**config.mk**
```make
export PLATFORM = sky130hd
export DESIGN_NAME = cnt_unit_top
export DESIGN_NICKNAME = d
export VERILOG_FILES = /design/src/rtl/cnt_pkg.sv /design/src/rtl/prim_count_pkg.sv /design/src/rtl/cnt_cmd_ctrl.sv /design/src/rtl/cnt_fault_latch.sv /design/src/rtl/cnt_unit_top.sv /design/src/rtl/prim_count.sv
export SDC_FILE = /design/constraint.sdc
export NUM_CORES = 1
export LEC_CHECK = 0
export BUFFER_PORTS_ARGS = -buffer_cell sky130_fd_sc_hd__buf_2
export CAP_MARGIN = 0
export CELL_PAD_IN_SITES_DETAIL_PLACEMENT = 1
export CELL_PAD_IN_SITES_GLOBAL_PLACEMENT = 1
export CORE_AREA = 4 4 102 75
export DETAILED_ROUTE_END_ITERATION = 12
export DIE_AREA = 0 0 106 79
export PLACE_DENSITY_LB_ADDON = 0.2
export SETUP_SLACK_MARGIN = 0.4
export SLEW_MARGIN = 20
export SYNTH_ARGS = -nofsm -noshare
export SYNTH_HDL_FRONTEND = slang
export SYNTH_SLANG_ARGS = --single-unit
```
**constraint.sdc**
```tcl
create_clock -name clk_i -period 3.47 [get_ports clk_i]
set_clock_uncertainty 0.05 [all_clocks]
set_input_delay 0.1735 -clock clk_i [delete_from_list [all_inputs] [get_ports clk_i]]
set_output_delay 0.1735 -clock clk_i [all_outputs]
set_load 0.02 [all_outputs]
```
**src/rtl/cnt_pkg.sv**
```systemverilog
// Unit-level types of the event counter
// Holds the counter width, the command opcodes and the command and response
// records that cross the client channels of the unit

package cnt_pkg;

  ////////////////////////////////////////////////////////////////////////////
  // Widths
  ////////////////////////////////////////////////////////////////////////////

  // Type for counter widths
  typedef int unsigned cnt_width_t;

  // Default width of the counter, passed down by the top level
  localparam cnt_width_t CntWidth = 8;

  // A count, a set value or a step
  typedef logic [CntWidth-1:0] cnt_val_t;

  ////////////////////////////////////////////////////////////////////////////
  // Command channel
  ////////////////////////////////////////////////////////////////////////////

  // Opcodes understood by the command controller
  typedef enum logic [2:0] {
    OpHold = 3'd0,
    OpClr  = 3'd1,
    OpSet  = 3'd2,
    OpIncr = 3'd3,
    OpDecr = 3'd4
  } cnt_op_e;

  // One command from the client
  // The value field is the set value for OpSet and the step for OpIncr and OpDecr
  // Without the commit bit the command is only a preview
  typedef struct packed {
    cnt_op_e  op;
    cnt_val_t value;
    logic     commit;
  } cnt_cmd_t;

  ////////////////////////////////////////////////////////////////////////////
  // Response channel
  ////////////////////////////////////////////////////////////////////////////

  // One response per accepted command
  // The count is the value the counter takes if the command is committed
  typedef struct packed {
    cnt_val_t count;
    logic     committed;
    logic     alert;
  } cnt_rsp_t;

endpackage

```
**src/rtl/prim_count_pkg.sv**
```systemverilog
// Action mask definitions for the hardened cross counter primitive
// An instance names the actions it may see with a mask built from these bits
// Actions left out of the mask are tied off inside the counter

package prim_count_pkg;

  // One bit per counter action, set when the instance may use that action
  typedef logic [3:0] action_mask_t;

  ////////////////////////////////////////////////////////////////////////////
  // Named action bits
  ////////////////////////////////////////////////////////////////////////////

  // Clear back to the reset value
  localparam action_mask_t Clr  = 4'b0001;
  // Load an explicit count
  localparam action_mask_t Set  = 4'b0010;
  // Count up by the step
  localparam action_mask_t Incr = 4'b0100;
  // Count down by the step
  localparam action_mask_t Decr = 4'b1000;

endpackage

```
**src/rtl/cnt_cmd_ctrl.sv**
```systemverilog
// Command front end of the event counter
// Accepts commands over valid/ready, decodes them into counter actions and
// returns one registered response per accepted command
// Commits are refused while the fault latch holds the lockout

`timescale 1ns/10ps

module cnt_cmd_ctrl
  import cnt_pkg::*;
#(
  parameter int Width = 8
) (
  input  logic             clk_i,
  input  logic             rst_ni,
  // Command channel from the client
  input  logic             cmd_valid_i,
  input  cnt_cmd_t         cmd_i,
  output logic             cmd_ready_o,
  // Response channel to the client
  output logic             rsp_valid_o,
  output cnt_rsp_t         rsp_o,
  input  logic             rsp_ready_i,
  // Counter interface
  input  logic [Width-1:0] cnt_after_commit_i,
  input  logic             lock_i,
  output logic             clr_o,
  output logic             set_o,
  output logic [Width-1:0] set_cnt_o,
  output logic             incr_en_o,
  output logic             decr_en_o,
  output logic [Width-1:0] step_o,
  output logic             commit_o
);

  logic     accept;
  logic     rsp_valid_q;
  cnt_rsp_t rsp_q;

  ////////////////////////////////////////////////////////////////////////////
  // Handshake
  ////////////////////////////////////////////////////////////////////////////

  // A new command fits when the response slot is empty or drains this cycle
  assign cmd_ready_o = !rsp_valid_q || rsp_ready_i;
  assign accept      = cmd_valid_i && cmd_ready_o;

  ////////////////////////////////////////////////////////////////////////////
  // Opcode decode
  ////////////////////////////////////////////////////////////////////////////

  // At most one action is raised, and only for a valid command at the head
  always_comb begin
    clr_o     = 1'b0;
    set_o     = 1'b0;
    incr_en_o = 1'b0;
    decr_en_o = 1'b0;
    if (cmd_valid_i) begin
      case (cmd_i.op)
        OpClr:   clr_o     = 1'b1;
        OpSet:   set_o     = 1'b1;
        OpIncr:  incr_en_o = 1'b1;
        OpDecr:  decr_en_o = 1'b1;
        default: ;
      endcase
    end
  end

  // The value field serves both as set value and as step
  assign set_cnt_o = cmd_i.value;
  assign step_o    = cmd_i.value;

  // A change is stored only for an accepted, committing command while unlocked
  assign commit_o = accept && cmd_i.commit && !lock_i;

  ////////////////////////////////////////////////////////////////////////////
  // Response register
  ////////////////////////////////////////////////////////////////////////////

  always_ff @(posedge clk_i or negedge rst_ni) begin
    if (!rst_ni) begin
      rsp_valid_q <= 1'b0;
    end else if (accept) begin
      rsp_valid_q <= 1'b1;
    end else if (rsp_ready_i) begin
      rsp_valid_q <= 1'b0;
    end
  end

  // The payload is captured on acceptance and held until the next one
  always_ff @(posedge clk_i) begin
    if (accept) begin
      rsp_q.count     <= cnt_after_commit_i;
      rsp_q.committed <= commit_o;
      rsp_q.alert     <= lock_i;
    end
  end

  assign rsp_valid_o = rsp_valid_q;
  assign rsp_o       = rsp_q;

endmodule

```
**src/rtl/cnt_fault_latch.sv**
```systemverilog
// Sticky fault record of the event counter
// Sets on the first counter error and only a reset clears it
// Its output locks out commits and drives the external fatal alert

`timescale 1ns/10ps

module cnt_fault_latch (
  input  logic clk_i,
  input  logic rst_ni,
  // Registered sum-check error from the counter
  input  logic err_i,
  // Commit lockout towards the command controller
  output logic lock_o,
  // External fatal alert
  output logic fatal_alert_o
);

  logic fault_q;

  ////////////////////////////////////////////////////////////////////////////
  // Fault record
  ////////////////////////////////////////////////////////////////////////////

  // Once set the record stays set, whatever the counter does afterwards
  always_ff @(posedge clk_i or negedge rst_ni) begin
    if (!rst_ni) begin
      fault_q <= 1'b0;
    end else if (err_i) begin
      fault_q <= 1'b1;
    end
  end

  // Lockout and alert come from the same flop
  assign lock_o        = fault_q;
  assign fatal_alert_o = fault_q;

endmodule

```
**src/rtl/cnt_unit_top.sv**
```systemverilog
// Top level of the hardened event counter unit
// Connects the command controller, the cross counter and the fault latch,
// and sets the counter width and reset value for all of them

`timescale 1ns/10ps

module cnt_unit_top
  import cnt_pkg::*;
  import prim_count_pkg::*;
#(
  parameter int       CntWidth   = cnt_pkg::CntWidth,
  parameter cnt_val_t ResetValue = '0
) (
  input  logic     clk_i,
  input  logic     rst_ni,
  input  logic     cmd_valid_i,
  input  cnt_cmd_t cmd_i,
  output logic     cmd_ready_o,
  output logic     rsp_valid_o,
  output cnt_rsp_t rsp_o,
  input  logic     rsp_ready_i,
  output cnt_val_t count_o,
  output logic     fatal_alert_o
);

  // Decoded counter actions from the controller
  logic                clr;
  logic                set;
  logic [CntWidth-1:0] set_cnt;
  logic                incr_en;
  logic                decr_en;
  logic [CntWidth-1:0] step;
  logic                commit;
  // Feedback from the counter and the fault latch
  logic [CntWidth-1:0] cnt_after_commit;
  logic                err;
  logic                lock;

  cnt_cmd_ctrl #(
    .Width (CntWidth)
  ) u_cmd_ctrl (
    .clk_i              (clk_i),
    .rst_ni             (rst_ni),
    .cmd_valid_i        (cmd_valid_i),
    .cmd_i              (cmd_i),
    .cmd_ready_o        (cmd_ready_o),
    .rsp_valid_o        (rsp_valid_o),
    .rsp_o              (rsp_o),
    .rsp_ready_i        (rsp_ready_i),
    .cnt_after_commit_i (cnt_after_commit),
    .lock_i             (lock),
    .clr_o              (clr),
    .set_o              (set),
    .set_cnt_o          (set_cnt),
    .incr_en_o          (incr_en),
    .decr_en_o          (decr_en),
    .step_o             (step),
    .commit_o           (commit)
  );

  // Every action is in use at this level
  prim_count #(
    .Width           (CntWidth),
    .ResetValue      (ResetValue),
    .PossibleActions ({$bits(action_mask_t){1'b1}})
  ) u_prim_count (
    .clk_i              (clk_i),
    .rst_ni             (rst_ni),
    .clr_i              (clr),
    .set_i              (set),
    .set_cnt_i          (set_cnt),
    .incr_en_i          (incr_en),
    .decr_en_i          (decr_en),
    .step_i             (step),
    .commit_i           (commit),
    .cnt_o              (count_o),
    .cnt_after_commit_o (cnt_after_commit),
    .err_o              (err)
  );

  cnt_fault_latch u_fault_latch (
    .clk_i         (clk_i),
    .rst_ni        (rst_ni),
    .err_i         (err),
    .lock_o        (lock),
    .fatal_alert_o (fatal_alert_o)
  );

endmodule

```
**src/rtl/prim_count.sv**
```systemverilog
// Hardened cross counter with clear, set, step increment and step decrement
// A primary counter counts up and a secondary counter mirrors it downwards,
// so the two always sum to all-ones; a broken sum raises a registered error
// Changes are stored only on commit, while the next value is always visible

`timescale 1ns/10ps

module prim_count
  import prim_count_pkg::*;
#(
  parameter int               Width           = 8,
  // Count held by the primary counter after reset or clear
  parameter logic [Width-1:0] ResetValue      = '0,
  // Actions this instance may use, the others are tied off
  parameter action_mask_t     PossibleActions = {$bits(action_mask_t){1'b1}}
) (
  input  logic             clk_i,
  input  logic             rst_ni,
  input  logic             clr_i,
  input  logic             set_i,
  input  logic [Width-1:0] set_cnt_i,
  input  logic             incr_en_i,
  input  logic             decr_en_i,
  input  logic [Width-1:0] step_i,
  input  logic             commit_i,
  output logic [Width-1:0] cnt_o,
  output logic [Width-1:0] cnt_after_commit_o,
  output logic             err_o
);

  // One counter word
  typedef logic [Width-1:0] word_t;

  // Index 0 is the primary counter and index 1 the secondary
  localparam int NumCnt = 2;
  typedef logic [NumCnt-1:0][Width-1:0] cnt_pair_t;

  localparam word_t     MaxValue    = {Width{1'b1}};
  // The secondary counter starts at the complement of the primary one
  localparam cnt_pair_t ResetValues = {MaxValue - ResetValue, ResetValue};

  logic      clr_act;
  logic      set_act;
  logic      incr_act;
  logic      decr_act;
  cnt_pair_t cnt_d;
  cnt_pair_t cnt_q;
  logic [Width:0] sum;
  logic      err_d;
  logic      err_q;

  ////////////////////////////////////////////////////////////////////////////
  // Action masking
  ////////////////////////////////////////////////////////////////////////////

  // Actions missing from the mask can never reach the counters
  assign clr_act  = clr_i     && ((PossibleActions & Clr)  != '0);
  assign set_act  = set_i     && ((PossibleActions & Set)  != '0);
  assign incr_act = incr_en_i && ((PossibleActions & Incr) != '0);
  assign decr_act = decr_en_i && ((PossibleActions & Decr) != '0);

  ////////////////////////////////////////////////////////////////////////////
  // Next-state logic for both counters
  ////////////////////////////////////////////////////////////////////////////

  for (genvar k = 0; k < NumCnt; k++) begin : gen_cnt
    logic           up_en;
    logic           dn_en;
    word_t          set_val;
    logic [Width:0] ext_cnt;
    logic           oflow;
    logic           uflow;
    word_t          cnt_sat;

    if (k == 0) begin : gen_primary
      assign up_en   = incr_act;
      assign dn_en   = decr_act;
      assign set_val = set_cnt_i;
    end else begin : gen_secondary
      // The secondary counter moves against the primary one
      assign up_en   = decr_act;
      assign dn_en   = incr_act;
      assign set_val = MaxValue - set_cnt_i;
    end

    // One extra bit catches the carry or the borrow of the step
    assign ext_cnt = dn_en ? ({1'b0, cnt_q[k]} - {1'b0, step_i}) :
                             ({1'b0, cnt_q[k]} + {1'b0, step_i});

    // A carry on the way up or a borrow on the way down means the limit was crossed
    assign oflow = up_en && ext_cnt[Width];
    assign uflow = dn_en && ext_cnt[Width];

    // Stop at the limits instead of wrapping around
    assign cnt_sat = oflow ? MaxValue :
                     uflow ? '0       : ext_cnt[Width-1:0];

    // Clear beats set, set beats counting
    // Both count enables together leave the counter where it is
    assign cnt_d[k] = clr_act          ? ResetValues[k] :
                      set_act          ? set_val        :
                      (up_en ^ dn_en)  ? cnt_sat        : cnt_q[k];
  end

  ////////////////////////////////////////////////////////////////////////////
  // Counter storage
  ////////////////////////////////////////////////////////////////////////////

  // Only committed changes are stored
  always_ff @(posedge clk_i or negedge rst_ni) begin
    if (!rst_ni) begin
      cnt_q <= ResetValues;
    end else if (commit_i) begin
      cnt_q <= cnt_d;
    end
  end

  ////////////////////////////////////////////////////////////////////////////
  // Sum check
  ////////////////////////////////////////////////////////////////////////////

  // Primary plus secondary must equal all-ones with no carry out
  assign sum   = {1'b0, cnt_q[0]} + {1'b0, cnt_q[1]};
  assign err_d = (sum != {1'b0, MaxValue});

  // The error is registered so the fault latch sees a clean flop output
  always_ff @(posedge clk_i or negedge rst_ni) begin
    if (!rst_ni) begin
      err_q <= 1'b0;
    end else begin
      err_q <= err_d;
    end
  end

  assign err_o              = err_q;
  assign cnt_o              = cnt_q[0];
  // The would-be primary count, whether or not the change is committed
  assign cnt_after_commit_o = cnt_d[0];

endmodule

```
==> results of run 1 <==
## what timing repair did
item,CTS,global route
cloned,0,0
endpoints found under the hold margin,11,0
resized for setup,2,26
pin swaps,1,11
hold buffers,1,0
buffers inserted,0,2
endpoints found under the setup margin,3,23
## cell type report
class,instances,area (µm²)
fill,830,3190
multi-input combinational,281,2040
sequential,29,786
timing repair buffer,58,370
tap,94,118
clock buffer,6,72.6
inverter,10,37.5
clock inverter,2,10.0
## state kept, by name (all words and copies together) (netlist names)
register / count
u_cmd_ctrl.rsp_valid_o: 1
u_prim_count.err_o: 1
u_prim_count.cnt_q: 8
u_cmd_ctrl.rsp_o: 10
u_fault_latch.fatal_alert_o: 1
u_prim_count.cnt_o: 8
## metrics by stage
stage                     instance area [µm²]  hold slack [ns]  cells  total power, µW
after floorplan                          2870           -0.172    337              747
after global placement                   3220           0.0953    469              877
after detailed placement                 3220            0.103    469              890
after CTS                                3310            0.102    478             1160
after global routing                     3440            0.111    480             1270
final                                    3440           0.0981    480             1190
## cell usage after synthesis, drive strengths merged (6+ instances only)
cell | count | area (µm²)
ha | 25 | 313
nor3 | 9 | 56.3
clkbuf | 7 | 26.3
a211oi | 6 | 45.0
inv | 10 | 37.5
dfrtp | 11 | 275
a21oi | 29 | 149
nand2 | 21 | 78.8
nand3 | 14 | 70.1
o21ai | 21 | 109
buf | 10 | 76.3
dfstp | 8 | 210
o211ai | 7 | 52.6
nand2b | 10 | 62.6
xnor2 | 23 | 201
a31oi | 10 | 62.6
edfxtp | 10 | 300
nor2 | 38 | 143
## worst paths after layout
| check | slack, ns | from | endpoint | cells past startpoint |
|---|---|---|---|---|
| min in group asynchronous | 0.32 | rst_ni | u_prim_count.cnt_o[2] | 2 |
| min | 0.1 | cmd_valid_i | u_cmd_ctrl.rsp_valid_o | 2 |
| min reg2reg | 0.38 | u_prim_count.err_o | u_fault_latch.fatal_alert_o | 1 |
| max in group asynchronous | 2.70 | rst_ni | u_prim_count.cnt_q[9] | 2 |
| max reg2reg | 0.41 | u_prim_count.cnt_o[0] | u_cmd_ctrl.rsp_o[8] | 11 |
| max | 0.41 | cmd_i[6] | u_cmd_ctrl.rsp_o[8] | 14 |
## power by group
| part | switching [µW] | internal, µW |
|---|---|---|
| logic | 294 | 212 |
| registers | 29.0 | 387 |
| clock network | 134 | 139 |
| total | 457 | 737 |
## logic make-up after synthesis
| kind of cell | Yosys count | share of synthesized area, % |
|---|---|---|
| AOI/OAI and AO/OA | 98 | 21.8 |
| buffers and inverters | 27 | 4.92 |
| and+or+nand+nor | 125 | 23.1 |
| xor gates and xnor gates | 26 | 7.99 |
| DFF | 29 | 27.6 |
| adders and majority gates | 28 | 13.1 |
| muxes | 4 | 1.54 |
## metal layers
layer  wire [µm]  vias up  GRT usage [%]
met3         930       20           5.77
met4         133        0           3.62
met2        4210      124           37.5
li1            -     1341              -
met5           0        -              0
met1        4570     1364           34.5
## critical path, stage by stage
cell and delay (ns):
buf_6 0.09, or4_4 0.56, nor4_4 0.29, nor2_1 0.09
xnor2_1 0.13, ha_1 0.35, buf_6 0.14, nand2_1 0.06
o21ai_2 0.24, a21oi_2 0.13, buf_4 0.15, nor3b_1 0.13
or4_4 0.44, a21oi_1 0.16
==> results.py, run 1 <==
metrics = {
    "clock_network": {
        "cts.reportedPaths.clkPinSlew_ns": 0.07,
        "clock-sinks": 29,
        "cts_max_path_buffers": 2,
        "clock_latency_ns": 0.29,
        "cts_tree": "done",
        "cts-root-buf": "clkbuf_8",
        "cts_buffers": 5,
        "htreeDepth": 2,
    },
    "final_layout": {
        "antennaDiodeCount": 0,
        "area_growth_pct": 20.6,
        "finalNetCount": 429,
        "layout_commonest_cell": "nor2_1",
        "final_cell_mix": "nor2_1 (38), buf_2 (33), a21oi_1 (25)",
        "drive_above_1_share_pct": 26.9,
        "fin_util_pct": 51.8,
    },
    "timing": {
        "setup_ws_ns": 0.409,
        "relSlewSlack_pct": 36.0,
        "rsz0062_at_grt": "yes",
        "finalHoldViolations": 0,
        "fin_tns_setup_ns": 0,
        "period_share_pct": 88.2,
        "drv_slew": 0,
        "max_freq_mhz": 327,
        "setup_viol": 0,
        "tightest_slew_ns": 0.956,
        "min_period_ns": 3.06,
    },
    "die": {
        "dieArea_um2": 8370,
        "initial_utilization_pct": 43.0,
        "dieWidth_um": 106,
        "fp.coreArea_um2": 6630,
        "die_h_um": 79,
        "ios": 37,
        "row_count": 25,
    },
    "placement": {
        "dp_slack_ns": 0.0490,
        "hpwl_mm": 7.90,
        "gp_congestion": 0.936,
        "port_buffers": 36,
    },
    "worst_setup_path": {
        "criticalPathCategory": "in -> reg",
        "start_kind": "primary input",
        "end_kind": "register",
        "cp.arrival_ns": 3.14,
        "cp_max_fo": 5,
        "cp_data_required_time_ns": 3.55,
    },
    "synth": {
        "syn-num-nets": 381,
        "synthesis.area_um2": 2850,
        "synth.distinct_cells": 55,
        "ys_ff_latch": 29,
        "synth-warning-count": 0,
        "syn_area_per_cell_um2": 8.45,
        "synth_edf_count": 10,
        "synth_seq_area_share_pct": 27.6,
        "async_flop_share_pct": 65.5,
        "synthFlopType": "dfrtp_1",
        "synthCells": 337,
    },
    "drt": {
        "vias": 2849,
        "drt-total-wl_mm": 9.84,
        "vias_per_cell": 5.94,
        "ant_nets": 0,
        "routedWlPerCell_um": 20.5,
        "drt_iter0_markers": 245,
        "drc": 0,
        "dr.pass1.iters": 5,
    },
    "grt": {
        "antenna_found_initial": 0,
        "grt_overflow": 0,
        "first_global_vias": 2875,
        "grt_max_degree": 20,
        "grt_first_pass_wirelength_mm": 15.7,
        "track_usage_pct": 24.0,
    },
    "pwr": {
        "leakage_uw": 0.00144,
        "vdd_drop_max_mv": 0.136,
        "power-per-cell-area_nw_per_um2": 347,
    },
    "job": {
        "maxCapViolations": 0,
    },
    "run_status": {
        "outcome": "finished clean",
    },
    "worst_hold_path": {
        "hp-class": "in -> reg",
    },
}
No activity file was read; power rests on OpenSTA's default activity.
==> run 2: changes to the inputs <==
Settings changed: RECOVER_POWER set to 25.
==> results.py, run 2 (same netlist as run 1, synthesis figures left out) <==
metrics = {
    "grt": {
        "grt_max_degree": 20,
        "antenna_found_initial": 0,
        "track_usage_pct": 24.0,
        "first_global_vias": 2875,
        "grt_first_pass_wirelength_mm": 15.7,
        "grt_overflow": 0,
    },
    "final_layout": {
        "seqCellArea_um2": 786,
        "largest_register_ffs": 10,
        "multi_input_area_um2": 2040,
        "drive_above_1_share_pct": 26.7,
        "finalNetCount": 429,
        "nFillCells": 829,
        "antennaDiodeCount": 0,
        "stdcell_count": 480,
        "final_cell_mix": "nor2_1 (38), buf_2 (32), a21oi_1 (25)",
        "layout_commonest_cell": "nor2_1",
        "area_growth_pct": 20.6,
    },
    "worst_setup_path": {
        "cp.arrival_ns": 3.14,
        "reg2reg_to": "u_cmd_ctrl.rsp_o[8]",
        "critPathMaxStageDelay_ns": 0.56,
        "cp_data_required_time_ns": 3.55,
        "rrSetupSlack_ns": 0.41,
        "crit_chain": "buf_6 -> or4_4 -> nor4_4 -> nor2_1 -> xnor2_1 -> ha_1 -> buf_6 -> nand2_1 -> o21ai_2 -> a21oi_2 -> buf_4 -> nor3b_1 -> or4_4 -> a21oi_1",
        "end_kind": "register",
        "criticalPathCategory": "in -> reg",
        "cp_max_fo": 5,
        "crit_start": "cmd_i[6]",
        "r2r-start": "u_prim_count.cnt_o[0]",
        "cp_slowest_cell": "or4_4",
        "r2r_cells": 11,
        "start_kind": "primary input",
    },
    "drt": {
        "vias": 2847,
        "drc": 0,
        "drt-total-wl_mm": 9.84,
        "vias_per_cell": 5.93,
        "routedWlPerCell_um": 20.5,
        "drt_iter0_markers": 245,
        "dr.pass1.iters": 6,
        "ant_nets": 0,
    },
    "pwr": {
        "p_int_uw": 737,
        "finalPower_uw": 1190,
        "vdd_drop_max_mv": 0.136,
        "p_clk_share_pct": 22.8,
        "power-per-cell-area_nw_per_um2": 347,
        "p_sw_share_pct": 38.2,
        "combPwrFrac_pct": 42.3,
        "seqPwrFrac_pct": 34.8,
        "switchingPower_uw": 456,
        "leakage_uw": 0.00144,
    },
    "clock_network": {
        "clock_latency_ns": 0.29,
        "htreeDepth": 2,
        "cts_max_path_buffers": 2,
        "cts.reportedPaths.clkPinSlew_ns": 0.07,
        "cts_buffers": 5,
        "cts-root-buf": "clkbuf_8",
        "cts_tree": "done",
        "clock-sinks": 29,
    },
    "worst_hold_path": {
        "min-delay-start": "cmd_valid_i",
        "hp-class": "in -> reg",
        "hold_path_depth": 2,
        "whs_endpoint": "u_cmd_ctrl.rsp_valid_o",
    },
    "timing": {
        "tightest_slew_ns": 1.12,
        "max_freq_mhz": 327,
        "period_share_pct": 88.2,
        "drv_slew": 0,
        "fin_tns_setup_ns": 0,
        "rsz0062_at_grt": "yes",
        "setup_viol": 0,
        "finalHoldViolations": 0,
        "relSlewSlack_pct": 25.3,
        "min_period_ns": 3.06,
    },
    "placement": {
        "hpwl_mm": 7.90,
        "dp.cells": 469,
        "gp_congestion": 0.936,
        "port_buffers": 36,
    },
    "die": {
        "fp.coreArea_um2": 6630,
        "ios": 37,
        "dieArea_um2": 8370,
        "row_count": 25,
        "initial_utilization_pct": 43.0,
        "dieWidth_um": 106,
        "die_h_um": 79,
    },
    "run_status": {
        "outcome": "finished clean",
    },
    "job": {
        "maxCapViolations": 0,
    },
}
run 2: changes by cell type in the layout (fill, tap and decap cells not counted):
cell,delta
buf_2,-1
clkbuf_1,+1
run 2: final cells by class:
cell class | count | share of cell area [%]
clock buffers | 6 | 2.11
clock inverters | 2 | 0.291
inverters | 10 | 1.09
multi-input cells | 281 | 59.5
flip-flops and latches | 29 | 22.9
well taps | 94 | 3.42
repair buffers | 58 | 10.7
run 2: metrics by stage:
stage | instance area, µm² | util [%] | hold slack, ns | setup slack, ns
global route | 3440 | 51.8 | 0.111 | 0.305
global placement | 3220 | 48.5 | 0.0953 | 0.0977
detailed placement | 3220 | 48.5 | 0.103 | 0.0490
CTS | 3310 | 50.0 | 0.102 | 0.385
finish | 3440 | 51.8 | 0.0991 | 0.409
floorplan | 2870 | - | -0.172 | 0.405
run 2: power groups by stage:
stage / Sequential (µW) / Combinational [µW] / Clock (µW)
after floorplan: 421 / 326 / 0
after global placement: 420 / 457 / 0
after detailed placement: 421 / 469 / 0
after CTS: 415 / 475 / 275
after global routing: 419 / 556 / 292
final: 416 / 505 / 272
run 2: worst max path at each step:
stage                            end  slack (ns)
6_report         u_cmd_ctrl.rsp_o[8]        0.41
3_5_place_dp     u_cmd_ctrl.rsp_o[4]        0.05
4_1_cts          u_cmd_ctrl.rsp_o[9]        0.38
5_1_grt        u_prim_count.cnt_o[6]        0.30
3_3_place_gp     u_cmd_ctrl.rsp_o[4]         0.1
2_1_floorplan  u_prim_count.cnt_o[6]        0.40
run 2: routing by layer:
layer | global-route usage [%] | vias up | wire length [µm]
li1 | - | 1341 | -
met3 | 5.77 | 20 | 930
met4 | 3.62 | 0 | 133
met2 | 37.5 | 124 | 4210
met5 | 0 | - | 0
met1 | 34.5 | 1362 | 4560
run 2: timing repair:
action	in CTS	in global routing
pin swaps	1	11
endpoints found under the setup margin	3	23
buffers inserted	0	2
gates resized for setup	2	26
endpoints found under the hold margin	11	0
hold buffers	1	0
run 2: worst max-delay path: cells and delay by family:
kind	cells	cell delay, ns
AOI/OAI and AO/OA	3	0.53
xor gates and xnor gates	1	0.13
adders and majority gates	1	0.35
buffers and inverters	3	0.38
and+or+nand+nor	6	1.57
==> run 3: changes to the inputs <==
Settings changed: CORE_AREA 4 4 102 75 to 4 4 74 103, DIE_AREA 0 0 106 79 to 0 0 78 107.
==> results.py, run 3 (same netlist as run 1, synthesis figures left out) <==
metrics = {
    "grt": {
        "antenna_found_initial": 0,
        "grt_max_degree": 20,
        "grt_overflow": 0,
        "track_usage_pct": 24.3,
        "first_global_vias": 2973,
        "grt_first_pass_wirelength_mm": 15.9,
    },
    "pwr": {
        "power-per-cell-area_nw_per_um2": 346,
        "leakage_uw": 0.00143,
        "vdd_drop_max_mv": 0.170,
        "combPwrFrac_pct": 42.1,
        "p_sw_share_pct": 36.6,
        "p_int_uw": 758,
        "switchingPower_uw": 438,
        "seqPwrFrac_pct": 34.4,
        "p_clk_share_pct": 23.5,
    },
    "die": {
        "ios": 37,
        "fp.coreArea_um2": 6610,
        "row_count": 35,
        "die_h_um": 107,
        "dieArea_um2": 8350,
        "initial_utilization_pct": 43.1,
        "dieWidth_um": 78,
    },
    "clock_network": {
        "clock-sinks": 29,
        "cts_tree": "done",
        "clock_latency_ns": 0.27,
        "cts_max_path_buffers": 2,
        "cts_buffers": 5,
        "cts-root-buf": "clkbuf_8",
        "htreeDepth": 2,
        "cts.reportedPaths.clkPinSlew_ns": 0.06,
    },
    "placement": {
        "hpwl_mm": 7.83,
        "gp_congestion": 0.909,
        "postPlaceCellArea_um2": 3180,
        "port_buffers": 36,
    },
    "worst_setup_path": {
        "crit_chain": "buf_2 -> inv_1 -> ha_1 -> nand2b_1 -> nor2_1 -> nor2_1 -> xnor2_1 -> ha_2 -> nor3_1 -> nor3b_1 -> o221ai_1 -> a211o_1 -> and3_4 -> a221o_1",
        "r2r_cells": 11,
        "cp_slowest_cell": "ha_2",
        "criticalPathCategory": "in -> reg",
        "crit_buf_inv": 2,
        "cp.arrival_ns": 3.06,
        "cp_data_required_time_ns": 3.45,
        "cp_max_fo": 8,
        "crit_family": "simple AND/OR/NAND/NOR gates",
        "cp_num_cells": 14,
        "critPathMaxStageDelay_ns": 0.36,
        "end_kind": "register",
        "crit_path_frequent_cell": "nor2_1",
        "start_kind": "primary input",
    },
    "timing": {
        "fin_tns_setup_ns": 0,
        "relSlewSlack_pct": 28.5,
        "rsz0062_at_grt": "yes",
        "setup_viol": 0,
        "period_share_pct": 89.0,
        "min_period_ns": 3.09,
        "drv_slew": 0,
        "tightest_slew_ns": 1.07,
        "finalHoldViolations": 0,
        "max_freq_mhz": 324,
    },
    "drt": {
        "routedWlPerCell_um": 20.7,
        "drt_iter0_markers": 143,
        "drc": 0,
        "ant_nets": 0,
        "dr.pass1.iters": 5,
        "vias": 2837,
        "vias_per_cell": 5.95,
        "drt-total-wl_mm": 9.86,
    },
    "final_layout": {
        "finalNetCount": 428,
        "drive_above_1_share_pct": 27.3,
        "layout_commonest_cell": "nor2_1",
        "final_cell_mix": "nor2_1 (38), buf_2 (32), xnor2_1 (23)",
        "nFillCells": 801,
        "fin_util_pct": 52.2,
        "antennaDiodeCount": 0,
        "fin_area_um2": 3450,
        "largest_register_ffs": 10,
        "area_growth_pct": 21.1,
    },
    "job": {
        "maxCapViolations": 0,
    },
    "worst_hold_path": {
        "hp-class": "in -> reg",
        "hold_path_depth": 2,
    },
    "run_status": {
        "outcome": "finished clean",
    },
}
## run 3: cell types whose count changed in the layout (fill, tap and decap cells not counted), moves of 2 or more
cell,delta
a21oi_2,+3
ha_2,+2
o21ai_2,-2
o21ai_1,+2
clkinv_2,-2
a21oi_1,-3
## run 3: area by class of cell
type,count,area [µm²],share of cell area (%)
Timing Repair Buffer,57,365,10.6
Inverter,10,37.5,1.09
Multi-Input combinational cell,281,2060,59.6
Clock buffer,8,90.1,2.61
Tap cell,92,115,3.34
Sequential cell,29,786,22.8
## run 3: final timing paths
check                                              end  slack (ns)                   from
setup / recovery                   u_cmd_ctrl.rsp_o[9]        0.38               cmd_i[2]
hold / removal                  u_cmd_ctrl.rsp_valid_o        0.14            cmd_valid_i
setup reg to reg                   u_cmd_ctrl.rsp_o[8]        0.55  u_prim_count.cnt_o[0]
hold reg to reg            u_fault_latch.fatal_alert_o        0.39     u_prim_count.err_o
max in group asynchronous  u_fault_latch.fatal_alert_o        2.16                 rst_ni
min in group asynchronous        u_prim_count.cnt_o[4]        0.56                 rst_ni
## run 3: timing repair
| action | CTS | global route |
|---|---|---|
| buffers inserted | 0 | 5 |
| gates resized for setup | 3 | 32 |
| endpoints found under the hold margin | 11 | 0 |
| endpoints found under the setup margin | 2 | 24 |
| gates cloned | 0 | 0 |
| pin swaps | 1 | 18 |
| hold buffers | 1 | 0 |
## run 3: per-stage QoR
stage	setup WS (ns)	cells	hold slack, ns	power (µW)
2_1_floorplan	0.405	337	-0.172	747
3_3_place_gp	0.168	463	0.0862	871
3_5_place_dp	0.0893	463	0.0873	887
4_1_cts	0.415	472	0.140	1170
5_1_grt	0.240	477	0.158	1280
6_report	0.381	477	0.140	1200
## run 3: worst reg2reg max path, cell delays in order, from the launching register on
cell and delay (ns):
dfrtp_1 0.43, inv_1 0.09, ha_1 0.21, inv_1 0.07, fa_1 0.41, a211oi_2 0.28
o21bai_1 0.10, a21oi_1 0.17, xnor2_1 0.20, nor3_2 0.08, or4_4 0.50, a21oi_2 0.17
## run 3: power by group through the flow
stage               logic, µW  clock network [µW]  registers [µW]
global placement          455                   0             417
floorplan                 326                   0             421
detailed placement        470                   0             418
global route              558                 305             415
finish                    503                 281             411
CTS                       474                 287             412
## run 3: metal layers
metal | share of wire, % | vias to the layer above | routed length [µm] | track usage [%]
li1 | - | 1343 | - | -
met1 | 41 | 1422 | 4050 | 28.7
met2 | 54 | 55 | 5280 | 45.5
met3 | 2.8 | 17 | 273 | 2.27
met4 | 2.5 | 0 | 249 | 7.63
met5 | 0 | - | 0 | 0
